$ cat src/verilog/dgz_pkg.sv
`default_nettype none

package dgz_pkg;

  // Stream and lane layout
  localparam int data_width     = 128;
  localparam int lane_width     = 16;
  localparam int lane_count     = 8;
  localparam int adc_width      = 12;
  localparam int one_fill_width = 4;

  // Time base
  localparam int time_stamp_width       = 48;
  localparam int first_time_stamp_width = 24;
  localparam int later_time_stamp_width = 24;

  // Header and footer fields
  localparam int header_footer_width = 64;
  localparam int channel_id_width    = 4;
  localparam int head_foot_id_width  = 8;
  localparam int header_pad_width    = header_footer_width - head_foot_id_width
                                       - channel_id_width - first_time_stamp_width;

  localparam logic [head_foot_id_width-1:0] header_id = {head_foot_id_width{1'b1}};
  localparam logic [head_foot_id_width-1:0] footer_id = 8'h0f;

  // Trigger extension
  localparam int delay_width = 5;
  // ADDING_VALID stays up this much longer than the footer stretch
  localparam logic [delay_width-1:0] footer_gap = 2;

  // Baseline follows lane 0 with a 1/8 step
  localparam int baseline_shift = 3;

  // Which word the framer puts on DOUT
  typedef enum logic [1:0] {
    SEL_DATA   = 2'd0,
    SEL_HEADER = 2'd1,
    SEL_FOOTER = 2'd2
  } frame_sel_e;

endpackage

`default_nettype wire

$ cat src/verilog/add_header_footer.sv
`timescale 1ns/1ns
`default_nettype none

module add_header_footer #(
  parameter int CHANNEL_ID = 0
) (
  input  wire logic                                 CLK,
  input  wire logic                                 RESETN,
  input  wire logic                                 DIN_VALID,
  input  wire logic                                 TRIGGERED,
  input  wire logic [dgz_pkg::delay_width-1:0]      DELAY,
  input  wire logic [dgz_pkg::time_stamp_width-1:0] TIME_STAMP,
  input  wire logic [dgz_pkg::adc_width:0]          THRESHOLD_WHEN_HIT,
  input  wire logic [dgz_pkg::adc_width-1:0]        BASELINE_WHEN_HIT,
  input  wire logic [dgz_pkg::data_width-1:0]       DIN,
  output logic      [dgz_pkg::data_width-1:0]       DOUT,
  output logic                                      ADDING_VALID
);

  logic [dgz_pkg::channel_id_width-1:0]       ch_id;
  logic [dgz_pkg::header_footer_width-1:0]    header;
  logic [dgz_pkg::header_footer_width-1:0]    footer;
  logic [dgz_pkg::lane_width-1:0]             baseline_set;
  logic [dgz_pkg::lane_width-1:0]             threshold_set;
  logic [dgz_pkg::first_time_stamp_width-1:0] first_ts;
  logic [dgz_pkg::later_time_stamp_width-1:0] later_ts;

  logic [dgz_pkg::delay_width-1:0] pre_extend_len;
  logic [dgz_pkg::delay_width-1:0] extend_len;
  logic                            trig_valid;
  logic                            pre_extend_triggered;
  logic                            pre_extend_triggered_d;
  logic                            triggered_d;
  logic                            trig_rise;
  logic                            pre_extend_fall;

  dgz_pkg::frame_sel_e frame_sel;

  assign ch_id    = CHANNEL_ID[dgz_pkg::channel_id_width-1:0];
  assign first_ts = TIME_STAMP[dgz_pkg::time_stamp_width-1 -: dgz_pkg::first_time_stamp_width];
  assign later_ts = TIME_STAMP[dgz_pkg::later_time_stamp_width-1:0];

  // Fields keep the ones fill of a normal lane
  assign baseline_set  = {{dgz_pkg::one_fill_width{1'b1}}, BASELINE_WHEN_HIT};
  assign threshold_set = {{(dgz_pkg::one_fill_width-1){1'b1}}, THRESHOLD_WHEN_HIT};

  assign header = {dgz_pkg::header_id, ch_id, first_ts, {dgz_pkg::header_pad_width{1'b0}}};
  assign footer = {baseline_set, threshold_set, later_ts, dgz_pkg::footer_id};

  // Lengths only change while the channel is held in reset
  always_ff @(posedge CLK) begin
    if (!RESETN) begin
      pre_extend_len <= DELAY;
      extend_len     <= DELAY + dgz_pkg::footer_gap;
    end
  end

  assign trig_valid = TRIGGERED & DIN_VALID;

  // Short stretch places the footer
  signal_expansioner #(
    .MAX_EXTEND_LEN_WIDTH(dgz_pkg::delay_width)
  ) pre_triggered_expansion (
    .CLK        (CLK),
    .RESETN     (RESETN),
    .EXTEND_LEN (pre_extend_len),
    .SIG_IN     (trig_valid),
    .SIG_OUT    (pre_extend_triggered)
  );

  // Long stretch is the output valid window
  signal_expansioner #(
    .MAX_EXTEND_LEN_WIDTH(dgz_pkg::delay_width)
  ) triggered_expansion (
    .CLK        (CLK),
    .RESETN     (RESETN),
    .EXTEND_LEN (extend_len),
    .SIG_IN     (trig_valid),
    .SIG_OUT    (ADDING_VALID)
  );

  always_ff @(posedge CLK) begin
    if (!RESETN) begin
      triggered_d            <= 1'b0;
      pre_extend_triggered_d <= 1'b0;
    end else begin
      triggered_d            <= TRIGGERED;
      pre_extend_triggered_d <= pre_extend_triggered;
    end
  end

  assign trig_rise       = TRIGGERED & ~triggered_d;
  assign pre_extend_fall = ~pre_extend_triggered & pre_extend_triggered_d;

  // Header wins if both edges land together
  always_comb begin
    if (trig_rise) begin
      frame_sel = dgz_pkg::SEL_HEADER;
    end else if (pre_extend_fall) begin
      frame_sel = dgz_pkg::SEL_FOOTER;
    end else begin
      frame_sel = dgz_pkg::SEL_DATA;
    end
  end

  always_ff @(posedge CLK) begin
    if (!RESETN) begin
      DOUT <= '1;
    end else begin
      case (frame_sel)
        dgz_pkg::SEL_HEADER: DOUT <= {{dgz_pkg::header_footer_width{1'b1}}, header};
        dgz_pkg::SEL_FOOTER: DOUT <= {footer, {dgz_pkg::header_footer_width{1'b1}}};
        default:             DOUT <= DIN;
      endcase
    end
  end

endmodule

`default_nettype wire

$ cat src/verilog/digitizer_channel.sv
`timescale 1ns/1ns
`default_nettype none

module digitizer_channel #(
  parameter int CHANNEL_ID = 0
) (
  input  wire logic                            CLK,
  input  wire logic                            RESETN,
  input  wire logic [dgz_pkg::data_width-1:0]  DIN,
  input  wire logic                            DIN_VALID,
  input  wire logic [dgz_pkg::adc_width-1:0]   THRESHOLD,
  input  wire logic [dgz_pkg::delay_width-1:0] DELAY,
  output logic      [dgz_pkg::data_width-1:0]  DOUT,
  output logic                                 ADDING_VALID
);

  logic [dgz_pkg::data_width-1:0]       data;
  logic                                 data_valid;
  logic                                 triggered;
  logic [dgz_pkg::time_stamp_width-1:0] time_stamp;
  logic [dgz_pkg::adc_width:0]          threshold_when_hit;
  logic [dgz_pkg::adc_width-1:0]        baseline_when_hit;

  hit_detector hit_detector_i (
    .CLK                (CLK),
    .RESETN             (RESETN),
    .DIN_VALID          (DIN_VALID),
    .DIN                (DIN),
    .THRESHOLD          (THRESHOLD),
    .DATA               (data),
    .DATA_VALID         (data_valid),
    .TRIGGERED          (triggered),
    .TIME_STAMP         (time_stamp),
    .THRESHOLD_WHEN_HIT (threshold_when_hit),
    .BASELINE_WHEN_HIT  (baseline_when_hit)
  );

  add_header_footer #(
    .CHANNEL_ID(CHANNEL_ID)
  ) add_header_footer_i (
    .CLK                (CLK),
    .RESETN             (RESETN),
    .DIN_VALID          (data_valid),
    .TRIGGERED          (triggered),
    .DELAY              (DELAY),
    .TIME_STAMP         (time_stamp),
    .THRESHOLD_WHEN_HIT (threshold_when_hit),
    .BASELINE_WHEN_HIT  (baseline_when_hit),
    .DIN                (data),
    .DOUT               (DOUT),
    .ADDING_VALID       (ADDING_VALID)
  );

endmodule

`default_nettype wire

$ cat src/verilog/hit_detector.sv
`timescale 1ns/1ns
`default_nettype none

module hit_detector (
  input  wire logic                                 CLK,
  input  wire logic                                 RESETN,
  input  wire logic                                 DIN_VALID,
  input  wire logic [dgz_pkg::data_width-1:0]       DIN,
  input  wire logic [dgz_pkg::adc_width-1:0]        THRESHOLD,
  output logic      [dgz_pkg::data_width-1:0]       DATA,
  output logic                                      DATA_VALID,
  output logic                                      TRIGGERED,
  output logic      [dgz_pkg::time_stamp_width-1:0] TIME_STAMP,
  output logic      [dgz_pkg::adc_width:0]          THRESHOLD_WHEN_HIT,
  output logic      [dgz_pkg::adc_width-1:0]        BASELINE_WHEN_HIT
);

  logic [dgz_pkg::adc_width-1:0] lane_sample [dgz_pkg::lane_count];
  logic [dgz_pkg::adc_width-1:0] baseline;
  logic [dgz_pkg::adc_width:0]   thr_level;
  logic                          hit;

  logic signed [dgz_pkg::adc_width:0] base_diff;
  logic signed [dgz_pkg::adc_width:0] base_step;

  // Samples sit in the low twelve bits of every lane
  always_comb begin
    for (int i = 0; i < dgz_pkg::lane_count; i++) begin
      lane_sample[i] = DIN[i*dgz_pkg::lane_width +: dgz_pkg::adc_width];
    end
  end

  assign thr_level = {1'b0, baseline} + {1'b0, THRESHOLD};

  // Any lane strictly above the level fires the trigger
  always_comb begin
    hit = 1'b0;
    for (int i = 0; i < dgz_pkg::lane_count; i++) begin
      if ({1'b0, lane_sample[i]} > thr_level) begin
        hit = 1'b1;
      end
    end
    hit = hit & DIN_VALID;
  end

  assign base_diff = $signed({1'b0, lane_sample[0]}) - $signed({1'b0, baseline});
  assign base_step = base_diff >>> dgz_pkg::baseline_shift;

  // Baseline moves only on quiet valid words
  always_ff @(posedge CLK) begin
    if (!RESETN) begin
      baseline <= '0;
    end else if (DIN_VALID && !hit) begin
      baseline <= baseline + base_step[dgz_pkg::adc_width-1:0];
    end
  end

  always_ff @(posedge CLK) begin
    if (!RESETN) begin
      TRIGGERED  <= 1'b0;
      DATA_VALID <= 1'b0;
    end else begin
      TRIGGERED  <= hit;
      DATA_VALID <= DIN_VALID;
    end
  end

  // Data lines up with TRIGGERED
  always_ff @(posedge CLK) begin
    DATA <= DIN;
  end

  // Hold the levels in use when TRIGGERED goes high
  always_ff @(posedge CLK) begin
    if (hit && !TRIGGERED) begin
      BASELINE_WHEN_HIT  <= baseline;
      THRESHOLD_WHEN_HIT <= thr_level;
    end
  end

  always_ff @(posedge CLK) begin
    if (!RESETN) begin
      TIME_STAMP <= '0;
    end else begin
      TIME_STAMP <= TIME_STAMP + 1'b1;
    end
  end

endmodule

`default_nettype wire

$ cat src/verilog/signal_expansioner.sv
`timescale 1ns/1ns
`default_nettype none

module signal_expansioner #(
  parameter int MAX_EXTEND_LEN_WIDTH = 5
) (
  input  wire logic                            CLK,
  input  wire logic                            RESETN,
  input  wire logic [MAX_EXTEND_LEN_WIDTH-1:0] EXTEND_LEN,
  input  wire logic                            SIG_IN,
  output logic                                 SIG_OUT
);

  logic [MAX_EXTEND_LEN_WIDTH-1:0] remain;

  // Counter reloads while the input is high, so close pulses merge
  always_ff @(posedge CLK) begin
    if (!RESETN) begin
      remain  <= '0;
      SIG_OUT <= 1'b0;
    end else begin
      if (SIG_IN) begin
        remain  <= EXTEND_LEN;
        SIG_OUT <= 1'b1;
      end else if (remain != '0) begin
        remain  <= remain - 1'b1;
        SIG_OUT <= 1'b1;
      end else begin
        SIG_OUT <= 1'b0;
      end
    end
  end

endmodule

`default_nettype wire
$ cat config.mk
export PLATFORM = sky130hd
export DESIGN_NAME = digitizer_channel
export DESIGN_NICKNAME = d
export VERILOG_FILES = /design/src/verilog/dgz_pkg.sv /design/src/verilog/add_header_footer.sv /design/src/verilog/digitizer_channel.sv /design/src/verilog/hit_detector.sv /design/src/verilog/signal_expansioner.sv
export SDC_FILE = /design/constraint.sdc
export NUM_CORES = 1
export LEC_CHECK = 0
export ABC_AREA = 1
export BUFFER_PORTS_ARGS = -buffer_cell sky130_fd_sc_hd__buf_2
export CORE_MARGIN = 2
export CORE_UTILIZATION = 50
export DETAILED_ROUTE_END_ITERATION = 10
export PLACE_DENSITY = 0.72
export SLEW_MARGIN = 10
export SYNTH_ARGS = -nofsm -noshare
export SYNTH_HDL_FRONTEND = slang
export SYNTH_HIERARCHICAL = 1
export SYNTH_SLANG_ARGS = --single-unit
$ cat constraint.sdc
create_clock -name CLK -period 7.9 [get_ports CLK]
set_clock_uncertainty 0.05 [all_clocks]
set_input_delay 1.58 -clock CLK [delete_from_list [all_inputs] [get_ports CLK]]
set_output_delay 1.58 -clock CLK [all_outputs]
set_load 0.05 [all_outputs]
* Yosys cells after proc, flatten, opt, wreduce, memory -nomap -nowiden *
Cells that the tools add are included.

word-level totals
  logic and storage cells = 66
  input bits = 148
  register bits after elaboration = 367

operators by class
  bitwise operators = 6
  reduce and logical (&&, ||, !) cells = 8
  equality and inequality tests = 2
  add/subtract/negate cells = 7
  muxes and demuxes = 19
  magnitude comparators = 8

operators by type and width
  kind                                                                   number
  128-bit case mux with 2 select lines                                   1
  12-bit by 13-bit > comparator with 1-bit output                        8
  48-bit by 1-bit adder with 48-bit output, second input constant        1
  5-bit 2-to-1 mux                                                       4
  12-bit by 12-bit adder with 13-bit output                              1
  12-bit by 12-bit subtractor with 13-bit output                         1
  12-bit adder                                                           1
  1-bit 2-to-1 mux                                                       12
  5-bit nonzero test                                                     2
  5-bit by 1-bit subtractor with 5-bit output, second input constant     2
  5-bit by 2-bit adder with 5-bit output, second input constant          1
  1-bit AND                                                              4
  2-bit 2-to-1 mux                                                       2
  2-bit nonzero test                                                     2
  2-bit by 1-bit equality test with 1-bit output, second input constant  1
  2-bit equality test, second input constant                             1
  1-bit logical AND                                                      2
  1-bit zero test                                                        2
  1-bit NOT                                                              2

* Longest topological paths before layout *
Gate-level depths: netlist of the first run.

  depth in word-level cells = 13
  gate-level depth with buffers = 30

* Modules after synthesis *
The synthesis of the first run kept the hierarchy.

modules (own cells, without submodules)
  module              times used  area an instance (sq um)  sequential area each (sq um)  cells each
  hit_detector        1           10207.3                   4554.4                        1164
  add_header_footer   1           5029.8                    2872.8                        579
  signal_expansioner  2           314.1                     120.1                         48

* Least setup slack after synthesis of the first run *
No wires, ideal clock.

  path kind = input -> register
  start = in THRESHOLD[2] (netlist name)
  end = reg hit_detector_i/BASELINE_WHEN_HIT[0] (netlist name), enable pin
  arrival = 5514 ps
  setup slack = 1929 ps
  setup time = 407 ps
  cell stages on the path = 26
  cell sequence = ha_1 a21oi_1 nand2_1 a21oi_1 o21bai_1 a21boi_0 inv_1 a21oi_1 o21bai_1 nand2_1 nand2_1 a21oi_1 inv_1 nand2_1 nand2_1 ha_1 nand4_1 nor2_1 nand4_1 nand3_1 nand2_1 nand2_2 nor2_4 nand2_1 nand2_1 nor2_1

between the ends
  cells in the longest elaborated chain, start to end = 12
  elaborated cells between the ends (all ways) = 19

RTL lines
  element                                          RTL line                 source
  start: declaration                               digitizer_channel.sv:11  input wire logic [dgz_pkg::adc_width-1:0] THRESHOLD,
  12-bit by 12-bit adder with 13-bit output *      hit_detector.sv:33       assign thr_level = {1'b0, baseline} + {1'b0, THRESHOLD};
  12-bit by 13-bit > comparator with 1-bit output  hit_detector.sv:39       if ({1'b0, lane_sample[i]} > thr_level) begin
  1-bit 2-to-1 mux (7 in a row)                    hit_detector.sv:39
  1-bit 2-to-1 mux *                               hit_detector.sv:39
  1-bit AND *                                      hit_detector.sv:43       hit = hit & DIN_VALID;
  1-bit logical AND *                              hit_detector.sv:75       if (hit && !TRIGGERED) begin
  end signal: assignment                           hit_detector.sv:76       BASELINE_WHEN_HIT <= baseline;
  end: declaration                                 hit_detector.sv:15       output logic [dgz_pkg::adc_width-1:0] BASELINE_WHEN_HIT

Mark *: on every way between the ends. The rest lies on a longest branch, timed or not.
A chain may end at the register's enable or synchronous reset.

* Final worst setup path of the first run *
  start = in THRESHOLD[2] (netlist name)
  end = reg hit_detector_i/BASELINE_WHEN_HIT[5] (netlist name), enable pin

Same word-level chain as after synthesis.

==> results of run 1 <==
[power by group]
| group | total (mW) | internal, mW | leakage [nW] | switching (mW) |
|---|---|---|---|---|
| Clock | 1.80 | 1.05 | 0.626 | 0.748 |
| Combinational | 1.11 | 0.313 | 5.05 | 0.800 |
| Sequential | 2.09 | 2.03 | 3.10 | 0.0587 |
[Yosys cell counts (4+ instances only)]
cell type  instances
nand2_1          416
dfxtp_1          332
inv_1            178
ha_1             126
nor2_1           124
a21oi_1          112
nand3_1          108
nand3b_1          71
nor3_1            43
nand4_1           35
o21ai_0           35
edfxtp_1          34
buf_2             26
nand2_2           19
xor2_1            18
clkbuf_1          16
nor2_2            16
or2_0             15
nor2_4            13
nand3_2           11
xnor2_1           11
nor4_1             8
inv_2              7
o21ai_1            6
buf_4              5
buf_6              5
a211oi_1           4
a31oi_1            4
nand2_4            4
[per-layer routing]
metal / vias to the layer above / track usage / share of wire
met1: 6131 / 0.332 / 0.42
met2: 447 / 0.456 / 0.48
li1: 6586 / - / -
met3: 90 / 0.0381 / 0.062
met4: 2 / 0.0977 / 0.033
met5: - / 0 / 0.00036
[stage by stage]
stage / util / setup WS (ps) / instance area (um2) / instances
2_1_floorplan: - / 1930 / 15900 / 1839
3_5_place_dp: 0.558 / 1560 / 17500 / 2470
4_1_cts: 0.599 / 2060 / 18800 / 2540
5_1_grt: 0.599 / 1470 / 18800 / 2543
3_3_place_gp: 0.558 / 1730 / 17500 / 2470
6_report: 0.599 / 1970 / 18800 / 2543
[area by class of cell]
class	count	area, um2	share of cell area
clock buffer	51	1090	0.0581
sequential	366	7670	0.408
inverter	185	694	0.0369
tap	402	503	0.0267
timing repair buffer	285	1450	0.0772
multi-input combinational	1232	7210	0.383
clock inverter	19	185	0.00984
antenna	3	7.51	0.000399
[how the worst max path moves through the flow]
stage                                                                end  slack (ps)  cells after the start
final                      hit_detector_i/BASELINE_WHEN_HIT[5]$_DFFE_PP_        1970                     28
after global routing       hit_detector_i/BASELINE_WHEN_HIT[5]$_DFFE_PP_        1470                     30
after global placement     hit_detector_i/BASELINE_WHEN_HIT[8]$_DFFE_PP_        1730                     30
after detailed placement  hit_detector_i/BASELINE_WHEN_HIT[10]$_DFFE_PP_        1560                     30
after floorplan            hit_detector_i/BASELINE_WHEN_HIT[0]$_DFFE_PP_        1930                     26
after CTS                 hit_detector_i/BASELINE_WHEN_HIT[10]$_DFFE_PP_        2060                     28
[critical path: cells and delay by family]
family / cells / cell delay (ps)
buffers and inverters: 4 / 600
adder cells (fa/ha/maj): 2 / 760
AO/OA/AOI/OAI: 7 / 1160
AND/OR/NAND/NOR: 15 / 1970
[registers in the layout, indices dropped and copies added, names as in the netlist, 4 cells and up]
name and flops:
hit_detector_i/BASELINE_WHEN_HIT 12, hit_detector_i/TIME_STAMP 48, hit_detector_i/DATA 128, add_header_footer_i/pre_triggered_expansion/remain 5
add_header_footer_i/triggered_expansion/remain 5, add_header_footer_i/DOUT 128, hit_detector_i/baseline 12, add_header_footer_i/pre_extend_len 5
hit_detector_i/THRESHOLD_WHEN_HIT 13, add_header_footer_i/extend_len 4
[cells by family after synthesis]
kind of cell | count (synthesis)
simple gates | 896
flops | 366
buf+inv | 241
compound gates | 179
fa+ha+maj | 128
xor+xnor | 29
==> impl_metrics.csv, run 1 <==
group,metric,value,unit
run_status,status,"completed",
min_path,min_to,"add_header_footer_i/DOUT[64]$_SDFF_PN1_",
place,io_buffers,276,
power_and_ir_drop,power_density,266,nW/um2
place,place_congestion,0.948,
cts,htreeDepth,2,
cts,root_buffer,"clkbuf_16",
worst_setup_path,path_class,"in2reg",
worst_setup_path,crit_required,8060,ps
yosys,synth-seq-cells,366,
floorplanning,pin_count,277,
yosys,syn_avg_cell_area,8.63,um2
sta,tns,0,ps
cells_and_area,drive_gt1_frac,0.202,
yosys,synth_top_area_share,0.419,
worst_setup_path,cp_slowest_stage_delay,520,ps
grt,grt_max_degree,81,
detailed_routing,viasPerCell,5.21,
cts,ctsHoldBuffers,0,
worst_setup_path,crit_path_end_kind,"flip-flop",
power_and_ir_drop,power,5.00,mW
yosys,synth_simple_gate_area_frac,0.274,
worst_setup_path,arrival,6100,ps
worst_setup_path,reg2regPathDepth,27,
yosys,syn_area,15900,um2
grt,grt_pass1_wl,68300,um
cts,post_cts_buffers,0,
place,dp_hpwl,32600,um
detailed_routing,totalWireLength,44200,um
worst_setup_path,crit_fanout,14,
yosys,synth_largest_area_cell,"dfxtp_1",
sta,maxSlewHeadroom,0.409,
cells_and_area,layout.nets,2384,
yosys,synth_top_family_by_area,"simple AND/OR/NAND/NOR gates",
detailed_routing,drt_iter0_drc,910,
cts,cts.sinks,366,
yosys,syn_nets,2115,
min_path,hp-start,"hit_detector_i/DATA[64]$_DFF_P_",
floorplanning,rows,65,
grt,track_usage,0.263,
floorplanning,core,31400,um2
cts,cts_tree,"built",
yosys,yosys_most_used_dff,"dfxtp_1",
yosys,yosysWarnings,6,
sta,min_period_over_period,0.751,
yosys,synth_xor_area_frac,0.0160,
detailed_routing,ant_nets,0,
detailed_routing,via_count,13300,
worst_setup_path,cp-startpoint,"THRESHOLD[2]",
detailed_routing,drc,0,
worst_setup_path,slowest_stage,"nor2_2",
sta,fin_crit,5930,ps
cells_and_area,mostFrequentLayoutCells,"nand2_1 (415), dfxtp_1 (332), buf_2 (275)",
sta,worstMarginPinSlew,886,ps
cells_and_area,layout_commonest_cell,"nand2_1",
sta,setup_viol,0,
worst_setup_path,startpoint_type,"primary input",
grt,grt_pass1_vias,12700,
cells_and_area,syn_to_final_growth,18.6,%
power_and_ir_drop,p_leak,8.77,nW
floorplanning,dieHeight,182,um
floorplanning,dieArea,33200,um2
cells_and_area,fillers,2776,
yosys,synth-compound-area-share,0.0612,
sta,maxSlewViolCount,0,
worst_setup_path,path_common_cell,"nand2_1",
floorplanning,die_x,182,um
min_path,min_path_cells,2,
worst_setup_path,r2r_start,"hit_detector_i/baseline[2]$_SDFFE_PN0P_",
floorplanning,start_util,0.505,
sta,hold_slack,366,ps
min_path,hp-class,"reg2reg",
detailed_routing,routedWlPerCell,17.4,um
yosys,ys_seq_area_frac,0.483,
worst_setup_path,r2r_end,"hit_detector_i/BASELINE_WHEN_HIT[5]$_DFFE_PP_",
yosys,syn_inst,1839,
cts,postCtsResizedCells,0,
grt,global_route.overflow_total,0,
cts,numCtsBuffers,38,
sta,fmax,169,MHz
sta,finalHoldViolations,0,
yosys,synth_edf_count,34,
sta,rsz0062_at_grt,"no",
yosys,synth.area.mux_share,0,
yosys,synthTopCellsByArea,"dfxtp_1 (42%), ha_1 (9.9%), nand2_1 (9.8%)",
worst_setup_path,regToRegSetupSlack,2570,ps
detailed_routing,dr.pass1.iters,6,
cts,path_clk_slew,60,ps
yosys,async_reset_ff_frac,0,
cts,clk_path_buf_depth,3,
grt,antenna_found_initial,5,
cts,worst_skew_pair.late_latency,530,ps
run,drv_cap,0,
yosys,synth.distinct_cells,49,
power_and_ir_drop,ir_drop,0.000205,V
yosys,synth_fa_ha_area_frac,0.102,
Power figures use the tool's default switching activity.
==> inputs of run 2 (changes only) <==
Settings changed: PLACE_DENSITY 0.72 to 0.75.
Clock period 7.9 ns to 4.9 ns, I/O delays scaled along.
==> run 2 against run 1 <==
- cell area up 1.1%
- highest routed layer is now met4
- critical path depth up 1
- combinational power rose by 64%
- sequential cell count is the same
- global-route usage up 0.27 points
- critical path type unchanged
- largest power group unchanged
- via count rose by 1.7%
==> impl_metrics.csv, run 2 (synthesis gave the netlist of run 1 again) <==
group,metric,value,unit
place,dp_hpwl,33200,um
detailed_routing,drt_iter0_drc,1077,
place,place_congestion,0.976,
floorplanning,rows,65,
power_and_ir_drop,ir_drop,0.000305,V
run,drv_cap,0,
detailed_routing,via_count,13500,
cts,htreeDepth,2,
detailed_routing,viasPerCell,5.28,
power_and_ir_drop,p_leak,8.89,nW
floorplanning,pin_count,277,
sta,rsz0062_at_grt,"no",
worst_setup_path,crit_path_end_kind,"flip-flop",
cells_and_area,layout.nets,2398,
grt,antenna_found_initial,0,
worst_setup_path,slowest_stage,"ha_1",
floorplanning,start_util,0.505,
worst_setup_path,path_class,"in2reg",
sta,hold_slack,366,ps
sta,maxSlewViolCount,0,
cts,path_clk_slew,50,ps
cells_and_area,stdcell_count,2554,
grt,global_route.overflow_total,0,
place,post-place-ws,-266,ps
sta,fin_crit,4470,ps
cells_and_area,drive_gt1_frac,0.207,
grt,grt_pass1_vias,13000,
min_path,hp-class,"reg2reg",
detailed_routing,totalWireLength,45000,um
floorplanning,die_x,182,um
cells_and_area,mostFrequentLayoutCells,"nand2_1 (414), dfxtp_1 (332), buf_2 (275)",
cells_and_area,layout_commonest_cell,"nand2_1",
worst_setup_path,cp_slowest_stage_delay,330,ps
worst_setup_path,crit_required,5290,ps
sta,fmax,224,MHz
grt,grt_pass1_wl,69000,um
cts,cts_tree,"built",
cts,cts.sinks,366,
sta,setup_viol,0,
sta,min_period_over_period,0.913,
grt,track_usage,0.265,
detailed_routing,ant_nets,0,
detailed_routing,drc,0,
floorplanning,core,31400,um2
cts,numCtsBuffers,39,
floorplanning,dieArea,33200,um2
detailed_routing,routedWlPerCell,17.6,um
run_status,status,"completed",
power_and_ir_drop,power_density,433,nW/um2
worst_setup_path,arrival,4870,ps
cts,root_buffer,"clkbuf_16",
cts,clk_path_buf_depth,3,
worst_setup_path,crit_fanout,21,
sta,worstMarginPinSlew,960,ps
power_and_ir_drop,power,8.24,mW
grt,grt_max_degree,83,
worst_setup_path,path_common_cell,"nand2_1",
sta,finalHoldViolations,0,
sta,setup_ws,426,ps
floorplanning,dieHeight,182,um
cells_and_area,syn_to_final_growth,19.9,%
place,dp.cells,2483,
place,io_buffers,276,
cells_and_area,reg_top3,"add_header_footer_i/DOUT: 128 flops, hit_detector_i/DATA: 128 flops, hit_detector_i/TIME_STAMP: 48 flops",
detailed_routing,dr.pass1.iters,7,
worst_setup_path,startpoint_type,"primary input",
sta,maxSlewHeadroom,0.359,
cts,worst_skew_pair.late_latency,530,ps
==> run 2: changes by cell type in the layout (fill, tap and decap cells not counted), sizes merged <==
cell	delta
diode	-2
inv	-3
clkinvlp	-2
clkbuf	+7
clkinv	-3
bufinv	+1
buf	+13
==> run 2: cell type report <==
class	count	area, um2
Timing Repair Buffer	298	1570
Antenna cell	1	2.50
Clock buffer	58	1200
Inverter	185	694
Multi-Input combinational cell	1232	7220
Clock inverter	12	163
Sequential cell	366	7670
Tap cell	402	503
Fill cell	2722	12400
==> run 2: worst paths after layout <==
path	endpoint	startpoint	slack (ps)	cells past startpoint
worst max register to register	hit_detector_i/baseline[8]$_SDFFE_PN0P_	hit_detector_i/baseline[2]$_SDFFE_PN0P_	510	28
worst min register to register	add_header_footer_i/DOUT[110]$_SDFF_PN1_	hit_detector_i/DATA[110]$_DFF_P_	370	2
worst min-delay path	add_header_footer_i/DOUT[110]$_SDFF_PN1_	hit_detector_i/DATA[110]$_DFF_P_	370	2
worst max-delay path	hit_detector_i/baseline[8]$_SDFFE_PN0P_	THRESHOLD[2]	430	29
==> run 2: per-layer routing <==
layer  track usage  share of wire  up-vias
met2         0.460           0.48      510
met3        0.0321          0.061      135
met1         0.333           0.41     6224
met4         0.118          0.045        0
met5             0              0        -
li1              -              -     6617
==> run 2: what timing repair did <==
action	CTS	global route
buffers inserted	0	0
endpoints found under the setup margin	0	37
resized for setup	0	2
hold buffers	0	0
==> run 2: stage by stage <==
step | util | instance area, um2 | TNS, ps
after detailed placement | 0.562 | 17700 | -8000
after global routing | 0.606 | 19000 | 0
after CTS | 0.606 | 19000 | 0
after floorplan | - | 15900 | 0
after global placement | 0.562 | 17700 | -2220
final | 0.606 | 19000 | 0
==> run 2: worst max-delay path: cells and delay by family <==
| kind | cells | cell delay [ps] |
|---|---|---|
| simple gates | 16 | 1820 |
| compound gates | 7 | 1000 |
| fa+ha+maj | 2 | 650 |
| buf+inv | 4 | 390 |
==> run 2: report_power, final <==
group	switching, mW	leakage [nW]	internal (mW)
registers	0.0929	3.10	3.28
logic	1.31	5.12	0.518
clock network	1.18	0.670	1.86
==> inputs of run 3 (changes only) <==
Settings changed: MAX_ROUTING_LAYER set to met4.
==> run 3 against run 2 <==
- via count is essentially flat
- non-clock buffer count decreased by 1
- total power up 1.7%
- register-to-register slack lost 140 ps
- critical path type unchanged
- largest power group unchanged
- highest routed layer unchanged
==> impl_metrics.csv, run 3 (synthesis gave the netlist of run 1 again) <==
group,metric,value,unit
power_and_ir_drop,seqPwrFrac,0.402,
power_and_ir_drop,power_density,438,nW/um2
cts,root_buffer,"clkbuf_16",
power_and_ir_drop,p_int,5.77,mW
cts,cts.sinks,366,
sta,fmax,217,MHz
power_and_ir_drop,ir_drop,0.000254,V
floorplanning,die_x,182,um
worst_setup_path,path_common_cell,"nand2_1",
place,place_congestion,0.952,
detailed_routing,drt_iter0_drc,1069,
floorplanning,start_util,0.505,
floorplanning,core,31400,um2
worst_setup_path,arrival,5020,ps
sta,min_period_over_period,0.940,
power_and_ir_drop,swShare,0.311,
worst_setup_path,r2r_start,"hit_detector_i/baseline[2]$_SDFFE_PN0P_",
power_and_ir_drop,power.switching,2.61,mW
grt,global_route.overflow_total,0,
sta,worstMarginPinSlew,964,ps
sta,hold_slack,364,ps
sta,maxSlewViolCount,0,
cts,path_clk_slew,60,ps
place,io_buffers,276,
place,dp_hpwl,33400,um
worst_setup_path,regToRegSetupSlack,370,ps
worst_setup_path,path_class,"in2reg",
grt,grt_pass1_vias,13000,
min_path,min_path_cells,2,
worst_setup_path,crit_fanout,10,
detailed_routing,viasPerCell,5.27,
cells_and_area,reg_top3,"add_header_footer_i/DOUT: 128 flops, hit_detector_i/DATA: 128 flops, hit_detector_i/TIME_STAMP: 48 flops",
cells_and_area,layout_commonest_cell,"nand2_1",
power_and_ir_drop,p_leak,8.93,nW
worst_setup_path,reg2regPathDepth,28,
grt,grt_pass1_wl,68900,um
cts,worst_skew_pair.late_latency,530,ps
run,drv_cap,0,
detailed_routing,drc,0,
detailed_routing,via_count,13500,
min_path,hp-start,"hit_detector_i/DATA[109]$_DFF_P_",
sta,maxSlewHeadroom,0.357,
worst_setup_path,cp_slowest_stage_delay,330,ps
min_path,min_to,"add_header_footer_i/DOUT[109]$_SDFF_PN1_",
sta,setup_viol,0,
sta,fin_crit,4600,ps
cells_and_area,layout.nets,2399,
detailed_routing,totalWireLength,45100,um
worst_setup_path,slowest_stage,"ha_1",
worst_setup_path,crit_required,5310,ps
worst_setup_path,startpoint_type,"primary input",
cts,htreeDepth,2,
cells_and_area,fillers,2717,
cts,cts_tree,"built",
power_and_ir_drop,power,8.38,mW
floorplanning,dieArea,33200,um2
power_and_ir_drop,power.share.combinational,0.218,
floorplanning,rows,65,
run_status,status,"completed",
cts,clk_path_buf_depth,3,
detailed_routing,routedWlPerCell,17.6,um
worst_setup_path,crit_path_end_kind,"flip-flop",
grt,antenna_found_initial,3,
cts,ctsHoldBuffers,0,
cells_and_area,mostFrequentLayoutCells,"nand2_1 (414), dfxtp_1 (332), buf_2 (275)",
grt,track_usage,0.273,
floorplanning,pin_count,277,
worst_setup_path,r2r_end,"hit_detector_i/baseline[9]$_SDFFE_PN0P_",
power_and_ir_drop,clockPowerShare,0.380,
min_path,hp-class,"reg2reg",
cells_and_area,design_area,19100,um2
place,place_area,17700,um2
cts,numCtsBuffers,40,
sta,finalHoldViolations,0,
detailed_routing,ant_nets,0,
grt,grt_max_degree,103,
floorplanning,dieHeight,182,um
cells_and_area,syn_to_final_growth,20.4,%
cells_and_area,drive_gt1_frac,0.208,
detailed_routing,dr.pass1.iters,5,
cells_and_area,final_util,0.609,
==> run 3: changes by cell type in the layout (fill, tap and decap cells not counted), sizes merged <==
cell    change
buf         -1
bufinv      +2
clkbuf      -2
clkinv      +3
diode       +2
nand3       +1
==> run 3: stage by stage <==
| stage | instances | TNS, ps | setup WS (ps) |
|---|---|---|---|
| finish | 2559 | 0 | 296 |
| global route | 2559 | -128 | -31.3 |
| CTS | 2555 | 0 | 233 |
| detailed placement | 2482 | -9900 | -316 |
| global placement | 2482 | -4170 | -146 |
| floorplan | 1839 | 0 | 193 |
==> run 3: timing repair <==
action / 4_1_cts / 5_1_grt
gates resized for setup: 0 / 1
setup buffers: 0 / 0
endpoints found under the setup margin: 0 / 37
==> run 3: routing by layer <==
metal  vias up  share of wire  wire length (um)  track usage
li1       6617              -                 -            -
met1      6306           0.42             19000        0.333
met2       448           0.49             21900        0.462
met3       108          0.057              2580       0.0361
met4         0          0.036              1640        0.103
met5         -              0                 0            -
==> run 3: critical path: cells and delay by family <==
family                     cells  cell delay [ps]
and+or+nand+nor               16             1850
AOI/OAI and AO/OA              7             1100
adders and majority gates      2              650
buffers and inverters          4              440
==> run 3: layout make-up <==
type / instances / area, um2 / area share
sequential: 366 / 7670 / 0.401
multi-input combinational: 1233 / 7230 / 0.378
timing repair buffer: 297 / 1580 / 0.0826
clock buffer: 56 / 1190 / 0.0625
inverter: 185 / 694 / 0.0363
tap: 402 / 503 / 0.0263
clock inverter: 17 / 234 / 0.0122
antenna: 3 / 7.51 / 0.000393
==> run 3: power groups by stage <==
stage | Combinational, mW | Clock, mW | Sequential (mW)
6_report | 1.82 | 3.19 | 3.37
2_1_floorplan | 0.856 | 0 | 3.88
3_5_place_dp | 1.81 | 0 | 3.43
3_3_place_gp | 1.77 | 0 | 3.43
5_1_grt | 1.99 | 3.35 | 3.39
4_1_cts | 1.82 | 3.23 | 3.37
==> run 3: worst max path at each step <==
| stage | from | end | slack (ps) | cells past startpoint |
|---|---|---|---|---|
| after global routing | THRESHOLD[2] | hit_detector_i/baseline[2]$_SDFFE_PN0P_ | -30 | 29 |
| after global placement | THRESHOLD[2] | hit_detector_i/baseline[4]$_SDFFE_PN0P_ | -150 | 28 |
| after detailed placement | THRESHOLD[2] | hit_detector_i/baseline[4]$_SDFFE_PN0P_ | -320 | 29 |
| after floorplan | THRESHOLD[2] | hit_detector_i/BASELINE_WHEN_HIT[0]$_DFFE_PP_ | 190 | 26 |
| final | THRESHOLD[2] | hit_detector_i/baseline[9]$_SDFFE_PN0P_ | 300 | 29 |
| after CTS | THRESHOLD[2] | hit_detector_i/baseline[11]$_SDFFE_PN0P_ | 230 | 28 |
